===== src/include/bus_consts.svh =====
`ifndef BUS_CONSTS_SVH
`define BUS_CONSTS_SVH

// Region bounds with map low
`define RAM_LO       32'h0000_0000
`define RAM_HI       32'h0000_3fff
`define SSRAM_LO     32'h0000_4000
`define SSRAM_HI     32'h007f_ffff
`define LED_LO       32'h0080_0000
`define LED_HI       32'h0080_07ff
`define IO_LO        32'h0080_0800
`define IO_HI        32'h0080_0fff
`define FLASH_LO     32'h0800_0000
`define FLASH_HI     32'h0fff_ffff
`define SDRAM_LO     32'h1000_0000
`define SDRAM_HI     32'h17ff_ffff
`define ROM_LO       32'hffff_0000
`define ROM_HI       32'hffff_ffbf
`define VEC_LO       32'hffff_ffc0
`define VEC_HI       32'hffff_ffff

// Map high moves RAM up and lets SSRAM start at zero
`define SSRAM_MAP_LO 32'h0000_0000
`define RAM_MAP_LO   32'hffff_8000
`define RAM_MAP_HI   32'hffff_bfff

// Chip-select codes
`define CS_NONE      4'd0
`define CS_VEC       4'd1
`define CS_ROM       4'd2
`define CS_RAM       4'd3
`define CS_IO        4'd4
`define CS_LED       4'd5
`define CS_SSRAM     4'd6
`define CS_SDRAM     4'd7
`define CS_FLASH     4'd8

`define RAM_DEPTH    4096
`define ROM_DEPTH    16384
`define VEC_COUNT    16
`define IO_WORDS     512
`define IO_ID        32'h1b0c_0001

`endif


===== src/verilog/bus_pkg.sv =====
package bus_pkg;

  typedef logic [31:0] addr_t; // Byte address
  typedef logic [31:0] data_t;
  typedef logic [3:0]  cs_t;   // Zero when nothing is mapped

  typedef enum logic [1:0] {
    cyc_idle  = 2'b00,
    cyc_start = 2'b01, // Address latch
    cyc_pre   = 2'b10, // Write lands, read data valid
    cyc_post  = 2'b11  // Data visible to the master
  } cycle_state_t;

  // Request as driven by the processor
  typedef struct packed {
    logic  read;
    logic  write;
    addr_t addr;
    data_t wdata;
  } bus_req_t;

  // Broadcast from the sequencer to every slave
  typedef struct packed {
    logic start;
    logic commit;
    cs_t  cs;
  } bus_ctl_t;

endpackage


===== src/verilog/vector_table.sv =====
`timescale 1ns/1ps
`include "bus_consts.svh"

module vector_table (
  input  logic             clock,
  input  logic             reset_n,
  input  bus_pkg::bus_req_t req,
  input  bus_pkg::bus_ctl_t ctl,
  output bus_pkg::data_t   rdata
);

  localparam int vec_aw = $clog2(`VEC_COUNT);

  bus_pkg::data_t    vec_q [`VEC_COUNT];
  logic [vec_aw-1:0] idx_q; // Address bits 5:2
  logic              sel;

  assign sel = (ctl.cs == `CS_VEC);

  always_ff @(posedge clock or negedge reset_n) begin
    if (!reset_n) begin
      idx_q <= '0;
    end else if (ctl.start && sel) begin
      idx_q <= req.addr[vec_aw+1:2];
    end
  end

  // Vectors come up cleared so a stray interrupt jumps to zero
  always_ff @(posedge clock or negedge reset_n) begin
    if (!reset_n) begin
      vec_q <= '{default: '0};
    end else if (ctl.commit && sel && req.write) begin
      vec_q[idx_q] <= req.wdata;
    end
  end

  assign rdata = vec_q[idx_q];

endmodule


===== config.mk =====
export PLATFORM = sky130hd
export DESIGN_NAME = vector_table
export DESIGN_NICKNAME = d
export VERILOG_FILES = /design/src/verilog/bus_pkg.sv /design/src/verilog/vector_table.sv
export VERILOG_INCLUDE_DIRS = /design/src /design/src/include
export SDC_FILE = /design/constraint.sdc
export NUM_CORES = 1
export LEC_CHECK = 0
export BUFFER_PORTS_ARGS = -buffer_cell sky130_fd_sc_hd__buf_4
export CAP_MARGIN = 20
export CORE_ASPECT_RATIO = 0.8
export CORE_UTILIZATION = 45
export CTS_CLUSTER_SIZE = 20
export DETAILED_ROUTE_END_ITERATION = 16
export PLACE_DENSITY = 0.67
export SYNTH_ARGS = -nofsm -noshare
export SYNTH_HDL_FRONTEND = slang
export SYNTH_SLANG_ARGS = --single-unit

===== constraint.sdc =====
create_clock -name clock -period 3.3 [get_ports clock]
set_input_delay 0.33 -clock clock [delete_from_list [all_inputs] [get_ports clock]]
set_output_delay 0.33 -clock clock [all_outputs]
set_load 0.01 [all_outputs]

Word level (Yosys, flattened, before mapping)
Index checks and enable logic that the tools add are counted.
- flip-flop bits (word level): 516
- input bits: 74
- output and inout port bits: 32
- word-level logic and storage cells: 31
- $lt $le $gt $ge: 2
- eq/ne operators: 1
- mux-type cells: 6
- bitwise logic cells: 1
- reduce and logical (&&, ||, !) cells: 4
- operator list (kind ; count):
    $bwmux 512 ; 1
    $bmux 32 s4 ; 1
    $demux 32 s4 ; 1
    $mux 32 ; 3
    $ge 5x5->1 const B ; 1
    $lt 5x1->1 const B ; 1
    $not 4->5 ; 1
    $eq 4x1->1 const B ; 1
    $logic_and 1x1->1 ; 4

Logic depth before layout (Yosys ltp)
- depth in word-level cells: 6
- depth in mapped cells: 6

Least setup slack after synthesis
No wires, ideal clock.
- path type: input to register
- start: in ctl[3] (netlist name)
- end: reg vec_q[333] (netlist name)
- setup time: 125 ps
- arrival: 2126 ps
- required time: 3175 ps
- setup slack: 1049 ps
- stages: 6
- path buffers: 3
- cell sequence: or4b_1 buf_6 buf_6 nor4_4 buf_6 mux2_2
- word-level cells in the longest chain between the ends: 3
- ends and longest elaborated chain (element ; line ; source):
    from (decl) ; vector_table.sv:8 ; input bus_pkg::bus_ctl_t ctl,
    $eq 4x1->1 (no line) ; n/a ;
    $logic_and 1x1->1 (2 in a row) ; vector_table.sv:32 ; end else if (ctl.commit && sel && req.write) begin
    to (signal, indexed assignment) ; vector_table.sv:33 ; vec_q[idx_q] <= req.wdata;
    to (decl) ; vector_table.sv:14 ; bus_pkg::data_t vec_q [`VEC_COUNT];
No other way between the ends.
A chain may end at the register's enable or synchronous reset.

Worst setup path after layout
- start: reg idx_q[0]
- end: out rdata[27]
- word-level cells in the longest chain between the ends: 4
- ends and longest elaborated chain (element ; line ; source):
    from (decl) ; vector_table.sv:15 ; logic [vec_aw-1:0] idx_q;
    from (signal assigned) ; vector_table.sv:24 ; idx_q <= req.addr[vec_aw+1:2];
    $not 4->5 (implied by the code) ; vector_table.sv:37 ; assign rdata = vec_q[idx_q];
    $bmux 32 s4 ; vector_table.sv:37 ;
    $mux 32 (implied by the code) (2 in a row) ; vector_table.sv:37 ;
    to (decl) ; vector_table.sv:9 ; output bus_pkg::data_t rdata
No other way between the ends. The select of a mux whose other input is x is not followed.

==> reports/results.ini <==
[global_routing]
track_usage_pct=21.1
antenna_found_initial=0
grt_start_max_net_pins=96
grt_pass1_vias=13600
grt_overflow_total=0
grt_pass1_wl_um=84400

[setup_path]
slowest_delay_ps=690
slowest_stage=dfrtp_4
setup.worst_path.class=flip-flop to output pin
cp_data_arrival_time_ps=2710
cpLargestDelayFamily=flip-flops
path_buf_inv=3
end_kind=output pin
crit_chain=buf_12, buf_4, mux4_2, a22oi_1, nand2_1, buf_4
worst-path-max-fanout=25
critPathLaunchType=flip-flop
path_common_cell=buf_4
critPathRequiredTime_ps=2970

[timing]
period_needed_ps=3040
final.setup_skew_ps=47.8
rsz0062_at_grt=no
setup_viol=0
worst_pin_slew_ps=652
fmax_mhz=329
setup_tns_ps=0
slew_headroom_pct=56.5
fin_crit_sh_pct=92.0
hold_viol=0
finalMaxSlewViolations=0

[routing]
vias_per_cell=5.77
drt_first_pass_iters=5
drc=0
wl_per_cell_um=24.4
initialDrtViolationCount=807
vias=12700
wl_um=53800
drtAntennaViolNets=0

[logic_synthesis]
synth_area_um2=23400
synth_most_common_cell=dfrtp_1
yosysTopAreaCell=dfrtp_1
synth.distinct_cells=20
netlist_top_cells_area=dfrtp_1 (55%), mux2_2 (23%), mux4_2 (12%)
yosys_warnings=0
ys_async_sr_fraction_pct=100
seq_area_frac_synth_pct=55.2
synth.avg_cell_area_um2=16.5
synthFlopType=dfrtp_1
synth_common_cells=dfrtp_1 (516), mux2_2 (477), mux4_2 (128)
postSynthCellCount=1417
synth_top_area_share_pct=55.2
ys_ff_latch=516
syn_nets=1491
synth_edf_count=0

[layout]
n_antenna_cell=0
drive_gt1_share_pct=55.7
seqCellArea_um2=12900
fill_cells=4189
syn_to_final_growth_pct=13.4
nets=1553
multi_input_area_um2=9750
utilization_pct=51.8

[clocking]
cts_htree_levels=2
clock-sinks=516
cts_tree=built
root_buffer=clkbuf_16
path_clk_slew_ps=60
clk-insertion-delay-late_ps=610
cts_buffer_depth=3
cts_buffers=52

[floorplan]
die_h_um=206
pin_count=106
core_area_um2=51200
dieArea_um2=52900
start_util_pct=45.7
std_cell_rows=74
fp.dieW_um=257

[hold_path]
hold_class=primary input to flip-flop

[status]
outcome=complete, no violations

[power_and_ir_drop]
max-vdd-ir-drop_v=0.000488
p_leak_nw=12.8
power.density_nw_per_um2=547

[place]
routabilityCongestion=0.723
dp_hpwl_um=31400
numPortBuffers=76

[run]
drv_cap=0

## sequential cells by signal, summed over array words and instances, names as in the netlist
| register | count |
|---|---|
| vec_q | 512 |
| idx_q | 4 |
## cell families after synthesis
group / count (synthesis) / synth area share [%]
AO/OA/AOI/OAI: 64 / 2.05
buffers and inverters: 130 / 3.26
flip-flops: 516 / 55.2
multiplexers: 644 / 37.2
AND/OR/NAND/NOR: 63 / 2.31
## report_power, final
part	switching, W	internal (W)	leakage [nW]
Clock	0.00250	0.00336	0.845
Sequential	0.000184	0.00654	7.15
Combinational	0.00107	0.000853	4.76
Total	0.00375	0.0108	12.8
## through the flow
step | instance area [um^2] | cells | hold slack, ps | power [W] | setup WS (ps)
6_report | 26500 | 2204 | 68.6 | 0.0145 | 264
5_1_grt | 26500 | 2204 | 61.0 | 0.0151 | 66.5
4_1_cts | 26500 | 2203 | 28.6 | 0.0147 | 29.2
3_5_place_dp | 24700 | 2103 | 368 | 0.00877 | 646
3_3_place_gp | 24700 | 2103 | 362 | 0.00873 | 647
2_1_floorplan | 23400 | 1417 | 34.4 | 0.00796 | 1050
## cell usage in the layout (no fill, tap or decap), drive strengths merged
| master | n |
|---|---|
| dfrtp | 516 |
| mux2 | 516 |
| buf | 132 |
| mux4 | 128 |
| clkbuf | 75 |
| a22oi | 64 |
| nand2 | 35 |
| nor4 | 16 |
| clkinv | 15 |
| dlygate4sd3 | 5 |
| nand2b | 4 |
| or2 | 3 |
| nor2b | 2 |
| clkinvlp | 2 |
| bufinv | 2 |
| inv | 2 |
| and2 | 1 |
| nor2 | 1 |
| or4b | 1 |
## metal layers
layer  part of all wire (%)  GRT usage [%]  vias to the layer above
li1                       -              -                     5446
met1                     48           31.3                     6982
met2                     47           32.9                      208
met3                    3.6           2.76                       73
met4                    2.0           5.72                        0
met5                      0              0                        -
## what timing repair did
action | CTS | global route
buffers inserted | 0 | 1
endpoints found under the setup margin | 0 | 6
gates resized for setup | 0 | 0
hold buffers | 5 | 0
hold endpoints to repair | 73 | 0
## area by class of cell
class | count | share of cell area (%)
flip-flops and latches | 516 | 48.7
repair buffers | 137 | 4.88
clock inverters | 20 | 0.708
inverters | 1 | 0.0142
well taps | 684 | 3.23
clock buffers | 75 | 5.73
multi-input cells | 771 | 36.7
## path summary, 6_finish.rpt
check                            from          to  slack [ps]  depth (start not counted)
setup / recovery             idx_q[0]   rdata[27]         260                          6
hold / removal                 req[3]  vec_q[323]          70                          2
setup reg to reg             idx_q[0]  vec_q[111]         740                          5
hold reg to reg            vec_q[203]  vec_q[203]         480                          1
max in group asynchronous     reset_n    idx_q[1]        1950                          3
min in group asynchronous     reset_n  vec_q[471]         340                          2
Power figures use the tool's default switching activity.
