### src/include/bus_consts.svh
`ifndef BUS_CONSTS_SVH
`define BUS_CONSTS_SVH

// Region bounds with map low
`define RAM_LO       32'h0000_0000
`define RAM_HI       32'h0000_3fff
`define SSRAM_LO     32'h0000_4000
`define SSRAM_HI     32'h007f_ffff
`define LED_LO       32'h0080_0000
`define LED_HI       32'h0080_07ff
`define IO_LO        32'h0080_0800
`define IO_HI        32'h0080_0fff
`define FLASH_LO     32'h0800_0000
`define FLASH_HI     32'h0fff_ffff
`define SDRAM_LO     32'h1000_0000
`define SDRAM_HI     32'h17ff_ffff
`define ROM_LO       32'hffff_0000
`define ROM_HI       32'hffff_ffbf
`define VEC_LO       32'hffff_ffc0
`define VEC_HI       32'hffff_ffff

// Map high moves RAM up and lets SSRAM start at zero
`define SSRAM_MAP_LO 32'h0000_0000
`define RAM_MAP_LO   32'hffff_8000
`define RAM_MAP_HI   32'hffff_bfff

// Chip-select codes
`define CS_NONE      4'd0
`define CS_VEC       4'd1
`define CS_ROM       4'd2
`define CS_RAM       4'd3
`define CS_IO        4'd4
`define CS_LED       4'd5
`define CS_SSRAM     4'd6
`define CS_SDRAM     4'd7
`define CS_FLASH     4'd8

`define RAM_DEPTH    4096
`define ROM_DEPTH    16384
`define VEC_COUNT    16
`define IO_WORDS     512
`define IO_ID        32'h1b0c_0001

`endif

### src/verilog/bus_pkg.sv
package bus_pkg;

  typedef logic [31:0] addr_t; // Byte address
  typedef logic [31:0] data_t;
  typedef logic [3:0]  cs_t;   // Zero when nothing is mapped

  typedef enum logic [1:0] {
    cyc_idle  = 2'b00,
    cyc_start = 2'b01, // Address latch
    cyc_pre   = 2'b10, // Write lands, read data valid
    cyc_post  = 2'b11  // Data visible to the master
  } cycle_state_t;

  // Request as driven by the processor
  typedef struct packed {
    logic  read;
    logic  write;
    addr_t addr;
    data_t wdata;
  } bus_req_t;

  // Broadcast from the sequencer to every slave
  typedef struct packed {
    logic start;
    logic commit;
    cs_t  cs;
  } bus_ctl_t;

endpackage

### src/verilog/data_select.sv
`timescale 1ns/1ps
`include "bus_consts.svh"

module data_select (
  input  logic             clock,
  input  logic             reset_n,
  input  bus_pkg::bus_ctl_t ctl,
  input  bus_pkg::data_t   ram_rdata,
  input  bus_pkg::data_t   rom_rdata,
  input  bus_pkg::data_t   vec_rdata,
  input  bus_pkg::data_t   io_rdata,
  input  bus_pkg::data_t   ext_rdata,
  output bus_pkg::data_t   rdata
);

  bus_pkg::data_t sel_data;
  bus_pkg::data_t rdata_q;

  always_comb begin
    case (ctl.cs)
      `CS_VEC: sel_data = vec_rdata;
      `CS_ROM: sel_data = rom_rdata;
      `CS_RAM: sel_data = ram_rdata;
      `CS_IO:  sel_data = io_rdata;
      `CS_LED, `CS_SSRAM, `CS_SDRAM, `CS_FLASH: sel_data = ext_rdata; // Off-chip
      default: sel_data = '0; // Unmapped
    endcase
  end

  // Held until the next access commits
  always_ff @(posedge clock or negedge reset_n) begin
    if (!reset_n) begin
      rdata_q <= '0;
    end else if (ctl.commit) begin
      rdata_q <= sel_data;
    end
  end

  assign rdata = rdata_q;

endmodule

### config.mk
export PLATFORM = sky130hd
export DESIGN_NAME = data_select
export DESIGN_NICKNAME = d
export VERILOG_FILES = /design/src/verilog/bus_pkg.sv /design/src/verilog/data_select.sv
export VERILOG_INCLUDE_DIRS = /design/src /design/src/include
export SDC_FILE = /design/constraint.sdc
export NUM_CORES = 1
export LEC_CHECK = 0
export ABC_AREA = 1
export BUFFER_PORTS_ARGS = -buffer_cell sky130_fd_sc_hd__buf_4
export CAP_MARGIN = 20
export CORE_ASPECT_RATIO = 0.6
export CORE_UTILIZATION = 40
export DETAILED_ROUTE_END_ITERATION = 12
export GPL_TIMING_DRIVEN = 0
export PLACE_DENSITY = 0.88
export SYNTH_ARGS = -nofsm -noshare
export SYNTH_HDL_FRONTEND = slang
export SYNTH_SLANG_ARGS = --single-unit
export TNS_END_PERCENT = 30
### constraint.sdc
create_clock -name clock -period 0.8 [get_ports clock]
set_clock_uncertainty 0.05 [all_clocks]
set_input_delay 0.04 -clock clock [delete_from_list [all_inputs] [get_ports clock]]
set_output_delay 0.04 -clock clock [all_outputs]
set_load 0.05 [all_outputs]
Yosys cells after proc, flatten, opt, wreduce, memory -nomap -nowiden
Index checks and enable logic that the tools add are counted.
{ "word_totals": {"ff_bits": 32, "input_bits": 168, "output_inout_bits": 32, "word_cells": 11} }
{ "classes": {"n_eq_ne": 8, "mux": 1, "n_reduce_logical": 1} }
{ "op_table": {"columns": ["op", "n"], "rows": [
  ["$pmux W32 S5", 1],
  ["$eq A4 B3 Y1 const B", 4],
  ["$eq A4 B2 Y1 const B", 2],
  ["$eq A4 B1 Y1 const B", 1],
  ["$eq A4 B4 Y1 const B", 1],
  ["$reduce_or A4 Y1", 1]
]} }

Logic depth before layout (Yosys ltp)
{ "depth": {"word_depth": 3, "ltp_mapped": 9, "mapped_depth_nobuf": 8} }

Worst setup path before layout
No wires, ideal clock.
{ "synth_path": {"kind": "in2reg", "start": "in ctl[2] in the netlist's numbering", "end": "reg rdata_q[15] (netlist: rdata[15])", "setup_ps": 77, "arrival_time_ps": 794, "t_required_ps": 673, "path_slack_ps": -122, "cell_stages": 7, "path_buffers": 2, "path_cell_list": "nor2_1 -> buf_2 -> buf_2 -> nand3_1 -> nand2_1 -> nor2_1 -> a21oi_1"} }
{ "synth_between": {"elab_chain_cells": 3} }
{ "synth_rtl": {"columns": ["item", "line_no", "rtl"], "rows": [
  ["from (decl)", "data_select.sv:7", "input bus_pkg::bus_ctl_t ctl,"],
  ["$eq A4 B3 Y1 or $eq A4 B4 Y1 (tied branches)", "data_select.sv:20", "case (ctl.cs)"],
  ["$reduce_or A4 Y1", "data_select.sv:20", null],
  ["$pmux W32 S5 (*)", "data_select.sv:20", null],
  ["to (signal assigned)", "data_select.sv:35", "rdata_q <= sel_data;"],
  ["to (decl)", "data_select.sv:17", "bus_pkg::data_t rdata_q;"]
]} }
Mark *: on every way between the ends. The rest lies on a longest branch, timed or not.
A chain may end at the register's enable or synchronous reset.

Worst setup path in the final report
{ "layout_path": {"start": "reg rdata_q[16] (netlist: rdata[16])", "end": "out rdata[16]"} }
{ "layout_rtl": {"columns": ["item", "line_no", "rtl"], "rows": [
  ["to (decl)", "data_select.sv:13", "output bus_pkg::data_t rdata"]
]} }
No word-level cell between the ends.

==> results.cfg <==
[final_layout]
largest_reg_flops = 32
area_delta_synth_final_pct = 92.23
layout_common_cells = buf_4, nor2_1, nand3_1
layout-drive-gt1-share_pct = 47.62
antenna_cells = 0
stdcell_count = 801
fin_nets = 881
post-route-util_pct = 79.76
final_common_cell = buf_4

[drt]
drt_iter0_markers = 482
routedLengthMet1_mm = 5.431
wl_met2_mm = 6.293
ant_nets = 0
drt-total-wl_mm = 13.34
highest_layer = met4
drt_pre_antenna_iters = 5
avgRoutedWirePerCell_um = 16.66
drc = 0
met3_length_mm = 1.413
num_vias = 4241
viasPerCell = 5.295

[clock_tree]
htreeDepth = 2
clk_latency_ns = 0.27
cts.sinks = 32
clock_path_buffers = 2
clkTransAtPathRegs_ns = 0.05
cts_tree = done
clock-root-buffer = clkbuf_16
cts_made_buffers = 5

[logic_synthesis]
synth_top_area_cell = dfrtp_1
netlist.area_leader.share_pct = 28.91
ys_ff_latch = 32
synthTopCellsByArea = dfrtp_1, nand3_1, nor2_1
synth_cells = 492
mappedNetlistArea_mm2 = 0.002770
yosys_warnings = 0
syn_nets = 660
syn_avg_cell_area_um2 = 5.630
yosysSeqAreaShare_pct = 28.91
synth_cell_types = 14

[power_and_ir_drop]
internal_power_w = 0.004515
power_density_mw_per_mm2 = 1340
peakVddDrop_mv = 1.371
seq_power_share_pct = 28.3
clkPwrFrac_pct = 26.8
p_leak_nw = 2.860
p_switching_w = 0.002619
p_sw_share_pct = 36.71
power_frac_comb_pct = 44.9

[critical_path]
cp_num_buf_inv = 1
path_delay_family = flip-flops
worstSetupPathType = register to output port
critPathMaxFanout = 2
path_cells = buf_6
worstSetupStartpointType = register
crit_arrival_ns = 0.86
max_stage_delay_ns = 0.43
required_ns = 0.71
crit_slowest_cell = dfrtp_2
crit_path_end_kind = output port

[timing]
finalMaxSlewViolations = 0
clock.fmax_ghz = 1.055
finalCritPeriodShare_pct = 118.5
setup_violations = 64
hold_violations = 0
slew_headroom_pct = 66.60
worst_slew_pin_slew_ns = 0.5010
min_period_ns = 0.9479
setup_ws_ns = -0.1479
rsz0062_at_grt = yes

[place]
gp_congestion = 0.9082
place_worst_setup_slack_ns = -0.5097
portBuffers = 197
hpwl_mm = 9.120
placed_cells = 776

[floorplanning]
die_h_um = 66.46
io_pins = 200
die_area_mm2 = 0.007273
die_x_um = 109.4
rows = 23
start_util_pct = 41.49
core_mm2 = 0.006676

[global_route]
antenna_found_initial = 0
grt_pass1_vias = 3968
grt_max_degree = 33
grt-ovfl-total = 0
grt.total_usage_pct = 34.65
grt_pass1_wl_mm = 18.96

[status]
violations = setup timing
status = complete, but fails checks

[worst_hold_path]
hold_class = input pin to register

[run]
cap_violations = 0
==> metrics by stage <==
stage / instance area (µm²) / total power, W / TNS (ns) / hold slack (ns)
final: 5325 / 0.007134 / -5.462 / 0.07398
after global routing: 5325 / 0.007417 / -7.789 / 0.1072
after CTS: 5025 / 0.006922 / -5.023 / 0.07220
after detailed placement: 4477 / 0.004673 / -12.18 / -0.03388
after global placement: 4477 / 0.004619 / -10.91 / -0.03701
after floorplan: 2889 / 0.003418 / -0.7588 / -0.3056
==> metal layers <==
layer | vias up | track usage [%]
li1 | 1980 | -
met2 | 274 | 60.22
met1 | 1959 | 43.77
met3 | 28 | 7.339
met4 | 0 | 9.000
met5 | - | 0
==> repair_timing <==
item,in CTS,in global routing
pin swaps,22,39
endpoints found under the hold margin,32,0
setup buffers,7,4
endpoints found under the setup margin,64,64
resized for setup,70,69
hold buffers,1,0
gates cloned,3,3
==> cell usage after synthesis (all sizes together) <==
cell type / count
dfrtp: 32
nand2: 78
nand3: 117
a21oi: 24
nor2: 150
buf: 24
inv: 61
clkbuf: 6
==> cell families after synthesis <==
group	after synthesis	share of synthesized area [%]
flops	32	28.91
buf+inv	91	13.82
simple gates	345	52.94
compound gates	24	4.336
==> area by class of cell <==
type	count	area, µm²
tap	87	108.9
sequential	32	840.8
buffer	30	317.8
clock inverter	2	10.01
timing repair buffer	214	1864
fill	480	1351
multi-input combinational	369	1815
inverter	61	229.0
clock buffer	6	138.9
==> power by group through the flow <==
| stage | Sequential (W) | Clock (W) | Combinational, W |
|---|---|---|---|
| finish | 0.00202 | 0.00191 | 0.00320 |
| global route | 0.00203 | 0.00200 | 0.00338 |
| CTS | 0.00201 | 0.00193 | 0.00299 |
| global placement | 0.00198 | 0 | 0.00264 |
| detailed placement | 0.00199 | 0 | 0.00268 |
| floorplan | 0.00267 | 0 | 0.000749 |
==> worst paths after layout <==
| path | slack, ns | cells after the start | to | from |
|---|---|---|---|---|
| worst max register to register | -0.03 | 3 | rdata[31] | rdata[31] |
| worst min register to register | 0.48 | 2 | rdata[20] | rdata[20] |
| worst min-delay path | 0.07 | 5 | rdata[27] | io_rdata[27] |
| min in group asynchronous | 0.21 | 2 | rdata[19] | reset_n |
| worst max-delay path | -0.15 | 1 | rdata[16] | rdata[16] |
| max in group asynchronous | 0.15 | 2 | rdata[27] | reset_n |
Note: power is estimated with default switching activity, not from simulation.
