[src/include/bus_consts.svh]
`ifndef BUS_CONSTS_SVH
`define BUS_CONSTS_SVH

// Region bounds with map low
`define RAM_LO       32'h0000_0000
`define RAM_HI       32'h0000_3fff
`define SSRAM_LO     32'h0000_4000
`define SSRAM_HI     32'h007f_ffff
`define LED_LO       32'h0080_0000
`define LED_HI       32'h0080_07ff
`define IO_LO        32'h0080_0800
`define IO_HI        32'h0080_0fff
`define FLASH_LO     32'h0800_0000
`define FLASH_HI     32'h0fff_ffff
`define SDRAM_LO     32'h1000_0000
`define SDRAM_HI     32'h17ff_ffff
`define ROM_LO       32'hffff_0000
`define ROM_HI       32'hffff_ffbf
`define VEC_LO       32'hffff_ffc0
`define VEC_HI       32'hffff_ffff

// Map high moves RAM up and lets SSRAM start at zero
`define SSRAM_MAP_LO 32'h0000_0000
`define RAM_MAP_LO   32'hffff_8000
`define RAM_MAP_HI   32'hffff_bfff

// Chip-select codes
`define CS_NONE      4'd0
`define CS_VEC       4'd1
`define CS_ROM       4'd2
`define CS_RAM       4'd3
`define CS_IO        4'd4
`define CS_LED       4'd5
`define CS_SSRAM     4'd6
`define CS_SDRAM     4'd7
`define CS_FLASH     4'd8

`define RAM_DEPTH    4096
`define ROM_DEPTH    16384
`define VEC_COUNT    16
`define IO_WORDS     512
`define IO_ID        32'h1b0c_0001

`endif

[src/verilog/bus_pkg.sv]
package bus_pkg;

  typedef logic [31:0] addr_t; // Byte address
  typedef logic [31:0] data_t;
  typedef logic [3:0]  cs_t;   // Zero when nothing is mapped

  typedef enum logic [1:0] {
    cyc_idle  = 2'b00,
    cyc_start = 2'b01, // Address latch
    cyc_pre   = 2'b10, // Write lands, read data valid
    cyc_post  = 2'b11  // Data visible to the master
  } cycle_state_t;

  // Request as driven by the processor
  typedef struct packed {
    logic  read;
    logic  write;
    addr_t addr;
    data_t wdata;
  } bus_req_t;

  // Broadcast from the sequencer to every slave
  typedef struct packed {
    logic start;
    logic commit;
    cs_t  cs;
  } bus_ctl_t;

endpackage

[src/verilog/io_regs.sv]
`timescale 1ns/1ps
`include "bus_consts.svh"

module io_regs (
  input  logic             clock,
  input  logic             reset_n,
  input  bus_pkg::bus_req_t req,
  input  bus_pkg::bus_ctl_t ctl,
  output bus_pkg::data_t   rdata,
  output bus_pkg::data_t   led
);

  localparam int io_aw = $clog2(`IO_WORDS);
  localparam logic [io_aw-1:0] scratch_idx = io_aw'(0);
  localparam logic [io_aw-1:0] led_idx     = io_aw'(1);
  localparam logic [io_aw-1:0] id_idx      = io_aw'(2);

  logic [io_aw-1:0] idx_q;
  bus_pkg::data_t   scratch_q;
  bus_pkg::data_t   led_q;
  logic             sel;

  assign sel = (ctl.cs == `CS_IO);

  always_ff @(posedge clock or negedge reset_n) begin
    if (!reset_n) begin
      idx_q     <= '0;
      scratch_q <= '0;
      led_q     <= '0;
    end else begin
      if (ctl.start && sel) begin
        idx_q <= req.addr[io_aw+1:2];
      end
      if (ctl.commit && sel && req.write) begin
        if (idx_q == scratch_idx) scratch_q <= req.wdata;
        if (idx_q == led_idx)     led_q     <= req.wdata; // ID word ignores writes
      end
    end
  end

  always_comb begin
    case (idx_q)
      scratch_idx: rdata = scratch_q;
      led_idx:     rdata = led_q;
      id_idx:      rdata = `IO_ID;
      default:     rdata = '0; // Rest of the window is empty
    endcase
  end

  assign led = led_q;

endmodule

[config.mk]
export PLATFORM = sky130hd
export DESIGN_NAME = io_regs
export DESIGN_NICKNAME = d
export VERILOG_FILES = /design/src/verilog/bus_pkg.sv /design/src/verilog/io_regs.sv
export VERILOG_INCLUDE_DIRS = /design/src /design/src/include
export SDC_FILE = /design/constraint.sdc
export NUM_CORES = 1
export LEC_CHECK = 0
export CELL_PAD_IN_SITES_DETAIL_PLACEMENT = 0
export CELL_PAD_IN_SITES_GLOBAL_PLACEMENT = 1
export CORE_AREA = 2 2 114 72
export CTS_CLUSTER_DIAMETER = 30
export DETAILED_ROUTE_END_ITERATION = 10
export DIE_AREA = 0 0 116 74
export DONT_BUFFER_PORTS = 1
export PLACE_DENSITY_LB_ADDON = 0.12
export SETUP_SLACK_MARGIN = 0.5
export SLEW_MARGIN = 20
export SYNTH_ARGS = -nofsm -noshare
export SYNTH_HDL_FRONTEND = slang
export SYNTH_SLANG_ARGS = --single-unit
[constraint.sdc]
create_clock -name clock -period 2 [get_ports clock]
set_clock_uncertainty 0.15 [all_clocks]
set_input_delay 0.1 -clock clock [delete_from_list [all_inputs] [get_ports clock]]
set_output_delay 0.1 -clock clock [all_outputs]
set_load 0.01 [all_outputs]
# Word level (Yosys, flattened, before mapping)
# Cells that the tools add are included.
# W data, S select, Z words.
# totals
regBits,73
wordCells,13
input_bits,74
# op_classes
mux,1
reduce_logical,6
n_eq_ne,3
# ops
cell,n
$pmux W32 S3,1
$eq A9 B1 Y1 const B,1
$eq A9 B2 Y1 const B,1
$logic_not A9 Y1,1
$eq A4 B3 Y1 const B,1
$reduce_and A2 Y1,2
$logic_and A1 B1 Y1,3

# Depth between registers and ports, before layout
# Gate-level depths: netlist (run 1).
# depth
depth_word,4
depth_mapped,4
depth_no_buf,3

# Worst setup path before layout (run 1)
# OpenSTA, ideal clock, no wires.
# synth_timing
path_type,register to register
from,register idx_q[5]
to,register scratch_q[2]
arrival_time_ps,1898
setup_slack_ps,-173
stages_incl_launch_ff,5
period_less_slack_ps,2173
t_required_ps,1725
path_buffers,1
setup_time_ps,125
path_cell_list,dfrtp_1 or4_4 nor4_4 buf_6 mux2_2
# synth_between
elab_chain_len,2
# synth_lines
item,line_no,rtl
from (decl),io_regs.sv:18,logic [io_aw-1:0] idx_q;
from (signal assigned),io_regs.sv:32,idx_q <= req.addr[io_aw+1:2];
$logic_not A9 Y1,io_regs.sv:35,if (idx_q == scratch_idx) scratch_q <= req.wdata;
$reduce_and A2 Y1 (no line),--,
to (signal assigned),io_regs.sv:35,
to (decl),io_regs.sv:19,bus_pkg::data_t scratch_q;
# Every way passes these cells.
# A chain may end at the register's enable or synchronous reset.

# Worst setup path after layout (run 1)
# layout_timing
from,register idx_q[6]
to,output port rdata[30]
# layout_between
elab_chain_len,2
elab_cells_between_ends,4
classes_between,eq/ne: 2; mux: 1; reduce/logical: 1
# layout_lines
item,line_no,rtl
"$eq A9 B2 Y1, or another cell as far along",io_regs.sv:42,case (idx_q)
$pmux W32 S3 *,io_regs.sv:42,
to (decl),io_regs.sv:9,"output bus_pkg::data_t rdata,"
# Every way passes the cells marked *; elsewhere a longest branch is shown, timed or not.

==> flow_metrics.tcl, run 1 <==
set metrics [dict create \
    status "finished with violations" \
    violations "negative hold slack, negative setup slack" \
    start_kind "flip-flop" \
    drtIter0Drc 97 \
    die_w_um 116 \
    timing.critical_path.fanout_max 5 \
    cts_made_buffers 9 \
    yosys.area_share.xor_xnor_pct 0 \
    slew_headroom_pct 82.0 \
    r2r_slack_ns -0.37 \
    ir_drop_mv 0.690 \
    pre_cts_slack_ns -0.208 \
    setup_viol 96 \
    root_buffer "clkbuf_16" \
    antenna_left 0 \
    synth_most_common_cell "dfrtp_1" \
    antenna_found_initial 0 \
    gp_congestion 0.749 \
    synth_area_leaders "dfrtp_1, mux2_2, a22o_1" \
    min_path_type "input port to asynchronous set/reset pin" \
    syn_inst 213 \
    cts.reportedPaths.clkPinSlew_ns 0.06 \
    synthMuxAreaShare_pct 25.7 \
    place_hpwl_um 5070 \
    synth_adder_area_share_pct 0 \
    ys_seq_area_share_pct 57.1 \
    synth_edf_count 0 \
    fin_crit_sh_pct 120 \
    nets 362 \
    num_rows 25 \
    cts_tree "done" \
    numPortBuffers 0 \
    synth.distinct_cells 19 \
    initial_utilization_pct 42.2 \
    p_per_area_nw_per_um2 763 \
    htreeDepth 3 \
    ys_ff_latch 73 \
    slew_viol_final 0 \
    grt_use_total_pct 21.0 \
    clk_latency_ns 0.33 \
    grt_max_degree 74 \
    fin_ws_ns -0.393 \
    synth_nets 287 \
    grt_pass1_vias 2359 \
    wl_per_cell_um 21.7 \
    synthSimpleGateAreaFrac_pct 4.97 \
    dieHeight_um 74 \
    vias 2140 \
    cts_sinks 73 \
    grt_pass1_wl_um 13200 \
    drv_cap 0 \
    yosys_warnings 0 \
    drive_above_1_share_pct 55.6 \
    diodes 0 \
    min_period_ns 2.39 \
    num_io_pins 138 \
    synthFlopType "dfrtp_1" \
    fmax_mhz 418 \
    synth_area_um2 3200 \
    synth_compound_area_share_pct 8.76 \
    dpl_cell_area_um2 3530 \
    drc 0 \
    tightest_slew_ns 0.268 \
    hold_viol_final 73 \
    cp.arrival_ns 2.14 \
    drt_first_pass_iters 4 \
    final_area_um2 5030 \
    vias_per_cell 5.34 \
    fillers 533 \
    synthArstFlopShare_pct 100 \
    synth_top_family_by_area "multiplexers" \
    synth_top_area_share_pct 57.1 \
    dieArea_um2 8580 \
    hold_ws_ns -0.695 \
    overflow 0 \
    yosysTopAreaCell "dfrtp_1" \
    hold_buffers 41 \
    worst-setup-path-type "flip-flop to primary output" \
    p_leak_nw 2.36 \
    cp.required_ns 1.75 \
    finalSetupTns_ns -31.89 \
    clockBufferDepth 2 \
    syn_area_per_cell_um2 15.0 \
    synthTopCellsByCount "dfrtp_1, mux2_2, a22o_1" \
    routed_wl_um 8680 \
    area_growth_pct 57.2 \
    p_total_mw 3.84 \
    core_um2 7570 \
    worst_setup_path_end_kind "primary output" \
    rsz0062_at_grt "true" \
]
==> metrics by stage <==
| step | hold WS (ns) | util [%] | instances |
|---|---|---|---|
| 6_report | -0.695 | 66.4 | 401 |
| 3_3_place_gp | -0.344 | 46.7 | 322 |
| 5_1_grt | -0.712 | 66.4 | 401 |
| 4_1_cts | -0.711 | 65.2 | 397 |
| 3_5_place_dp | -0.344 | 46.7 | 322 |
| 2_1_floorplan | -0.346 | - | 213 |
==> critical path, stage by stage, from the launching register on <==
cell and delay, ns:
dfrtp_1 0.37, or4_4 0.55, buf_6 0.15, nor4_4 0.14, buf_4 0.19, buf_12 0.12, clkbuf_16 0.15, a22o_4 0.14
==> state kept, by name, summed over array words and instances, names as in the netlist <==
signal     flops
scratch_q     32
idx_q          9
led           32
==> area by class of cell <==
type	count	area [um2]	area share, %
multi-input combinational	124	1790	35.7
inverter	2	7.51	0.149
tap	108	135	2.69
timing repair buffer	78	972	19.3
clock inverter	3	40.0	0.797
clock buffer	13	250	4.98
sequential	73	1830	36.3
==> metal layers <==
layer / vias up / routed length, um / global-route usage (%)
met5: - / 0 / 0
met4: 0 / 155 / 8.60
met3: 11 / 555 / 7.09
met2: 72 / 4060 / 33.5
met1: 1107 / 3910 / 26.9
li1: 950 / - / -
==> power by group <==
part	leakage (nW)	total (mW)	internal (mW)	switching (mW)
clock	0.144	1.59	0.996	0.589
sequential	0.996	1.69	1.59	0.0989
combinational	1.22	0.558	0.313	0.245
==> cell usage in the layout, fill, tap and decap left out, types with 3 or more instances in the layout <==
| cell | netlist | routed |
|---|---|---|
| dlygate4sd3_1 | 0 | 41 |
| clkbuf_16 | 0 | 13 |
| buf_4 | 0 | 14 |
| buf_12 | 0 | 9 |
| o2bb2ai_4 | 0 | 7 |
| buf_8 | 0 | 4 |
| clkbuf_1 | 4 | 3 |
| mux2_2 | 68 | 30 |
| a22o_4 | 0 | 25 |
| dfrtp_1 | 73 | 73 |
| nor4_4 | 2 | 3 |
| buf_6 | 6 | 3 |
| mux2_4 | 0 | 41 |
| buf_16 | 0 | 3 |
| nor2_1 | 7 | 7 |
==> worst paths after layout <==
check | start | cells after the start | to
max | idx_q[6]$_DFFE_PN0P_ | 7 | rdata[30]
min | reset_n | 0 | scratch_q[31]$_DFFE_PN0P_
max reg2reg | idx_q[6]$_DFFE_PN0P_ | 6 | scratch_q[20]$_DFFE_PN0P_
min reg2reg | idx_q[6]$_DFFE_PN0P_ | 1 | idx_q[6]$_DFFE_PN0P_
max in group asynchronous | reset_n | 0 | led[24]$_DFFE_PN0P_
min in group clock | ctl[5] | 3 | idx_q[1]$_DFFE_PN0P_
==> repair_timing <==
item,in CTS,in global routing
cloned,7,3
endpoints found under the hold margin,146,73
resized for setup,69,4
setup endpoints to repair,96,96
buffers inserted,11,1
pin swaps,16,11
==> logic make-up (layout without fill, tap and decap cells) <==
group | after synthesis | in the layout
flip-flops | 73 | 73
buffers and inverters | 16 | 96
AO/OA/AOI/OAI | 32 | 32
AND/OR/NAND/NOR | 19 | 19
multiplexers | 73 | 73
Note: power is estimated with default switching activity, not from simulation.
==> run 2: changes to the inputs <==
--- a/config.mk
+++ b/config.mk
@@ -15,5 +15,4 @@
 export DONT_BUFFER_PORTS = 1
 export PLACE_DENSITY_LB_ADDON = 0.12
-export SETUP_SLACK_MARGIN = 0.5
 export SLEW_MARGIN = 20
 export SYNTH_ARGS = -nofsm -noshare
==> constraint.sdc (replaced) <==
create_clock -name clock -period 2 [get_ports clock]
set_clock_uncertainty 0.15 [all_clocks]
set_input_delay 0.4 -clock clock [delete_from_list [all_inputs] [get_ports clock]]
set_output_delay 0.4 -clock clock [all_outputs]
set_load 0.01 [all_outputs]
==> run 2 against run 1 <==
Against the previous run: highest routed layer unchanged; setup slack worse by 0.23 ns; non-clock buffer count is 45 lower; first-iteration DRC count is 3.1% lower; the flow still finishes with violations (negative hold slack, negative setup slack); clock power is 25% higher; sequential power hardly changed; combinational power is 25% lower; design area is 11% lower.
==> flow_metrics.tcl, run 2 (synthesized netlist as in run 1, its figures left out) <==
set metrics [dict create \
    drt_first_pass_iters 4 \
    die_w_um 116 \
    dpl_cell_area_um2 3460 \
    fin_ws_ns -0.622 \
    p_per_area_nw_per_um2 920 \
    final_area_um2 4460 \
    cts.reportedPaths.clkPinSlew_ns 0.05 \
    cp.required_ns 1.45 \
    initial_utilization_pct 42.2 \
    vias 1986 \
    overflow 0 \
    drtIter0Drc 94 \
    area_growth_pct 39.4 \
    setup_viol 96 \
    diodes 0 \
    finalSetupTns_ns -39.27 \
    core_um2 7570 \
    fmax_mhz 381 \
    drv_cap 0 \
    r2r_slack_ns -0.40 \
    start_kind "flip-flop" \
    hold_ws_ns -0.384 \
    vias_per_cell 5.58 \
    crit_path_cell_trace "or4_4 -> buf_4 -> nor3_4 -> buf_6 -> buf_4 -> a22o_1" \
    drive_above_1_share_pct 62.1 \
    timing.critical_path.fanout_max 6 \
    crit_top_cell "buf_4" \
    cts_made_buffers 9 \
    timing.rr.end "scratch_q[29]$_DFFE_PN0P_" \
    cp.arrival_ns 2.07 \
    antenna_found_initial 0 \
    drc 0 \
    slew_headroom_pct 80.7 \
    grt_use_total_pct 19.8 \
    cts_sinks 73 \
    dieArea_um2 8580 \
    violations "negative hold slack, negative setup slack" \
    rsz0062_at_grt "true" \
    worst-setup-path-type "flip-flop to primary output" \
    fin_crit_sh_pct 131 \
    cpLargestDelayFamily "simple AND/OR/NAND/NOR gates" \
    fin_cells 356 \
    clockBufferDepth 2 \
    num_io_pins 138 \
    num_rows 25 \
    r2r_start "idx_q[5]$_DFFE_PN0P_" \
    clk_latency_ns 0.32 \
    cts_tree "done" \
    reg2reg_depth 6 \
    htreeDepth 3 \
    slew_viol_final 0 \
    layout_common_cells "dfrtp_1, mux2_2, mux2_4" \
    antenna_left 0 \
    slowest_delay_ns 0.60 \
    status "finished with violations" \
    dieHeight_um 74 \
    slowest_stage "or4_4" \
    ir_drop_mv 0.547 \
    wl_per_cell_um 23.0 \
    grt_pass1_vias 2340 \
    min_path_type "input port to asynchronous set/reset pin" \
    min_period_ns 2.62 \
    nets 317 \
    p_leak_nw 2.15 \
    worst_setup_path_end_kind "primary output" \
    routed_wl_um 8200 \
    grt_max_degree 74 \
    root_buffer "clkbuf_16" \
    grt_pass1_wl_um 12300 \
    final_common_cell "dfrtp_1" \
    gp_congestion 0.781 \
    tightest_slew_ns 0.288 \
    place_hpwl_um 5070 \
    pre_cts_slack_ns -0.355 \
    hold_viol_final 73 \
    numPortBuffers 0 \
    cp_num_buf_inv 3 \
    dp.cells 319 \
]
run 2: cell count changes in the layout (fill, tap and decap cells not counted), moves of 5 or more:
| cell | change |
|---|---|
| dlygate4sd3_1 | -41 |
| buf_6 | +7 |
| mux2_4 | -7 |
| a22o_1 | +5 |
| a22o_4 | -5 |
| mux2_2 | +5 |
run 2: stage by stage:
step	power, mW	util [%]
after global routing	4.26	58.9
final	4.10	58.9
after global placement	2.00	45.8
after detailed placement	2.02	45.8
after CTS	4.10	57.0
after floorplan	1.93	-
run 2: worst max-delay path by stage:
stage / startpoint / end / slack, ns / cells past startpoint
finish: idx_q[5]$_DFFE_PN0P_ / rdata[22] / -0.62 / 6
global route: idx_q[5]$_DFFE_PN0P_ / rdata[22] / -0.69 / 5
CTS: idx_q[6]$_DFFE_PN0P_ / rdata[7] / -0.65 / 5
detailed placement: idx_q[5]$_DFFE_PN0P_ / rdata[16] / -0.35 / 4
global placement: idx_q[5]$_DFFE_PN0P_ / rdata[17] / -0.33 / 4
floorplan: idx_q[5]$_DFFE_PN0P_ / rdata[0] / -0.21 / 4
run 2: what timing repair did:
action                                 CTS  global route
setup buffers                           13             1
endpoints found under the hold margin   73            73
setup endpoints to repair               96            96
pin swaps                               15            10
cloned                                   9             0
gates resized for setup                 45            21
run 2: worst register-to-register path, stage by stage (launching register included):
cell and delay [ns]:
dfrtp_1 0.38, or4_4 0.60, buf_4 0.17, nor4_4 0.32, buf_4 0.20, buf_6 0.13, mux2_2 0.34
run 2: final cells by class:
cell class | instances | area (um2)
Tap cell | 108 | 135
Clock buffer | 11 | 253
Fill cell | 593 | 3110
Multi-Input combinational cell | 124 | 1660
Timing Repair Buffer | 33 | 448
Clock inverter | 5 | 125
Sequential cell | 73 | 1830
Inverter | 2 | 7.51
run 2: metal layers:
metal	vias to the layer above	wire length (um)	global-route usage [%]
met4	0	130	8.07
met5	-	0	0
met2	75	4080	32.0
li1	861	-	-
met3	12	559	7.74
met1	1038	3430	24.3
run 2: power by group:
| group | total [mW] | switching, mW | internal, mW |
|---|---|---|---|
| combinational | 0.416 | 0.193 | 0.222 |
| clock | 1.99 | 0.584 | 1.41 |
| sequential | 1.70 | 0.102 | 1.59 |
| total | 4.10 | 0.879 | 3.23 |
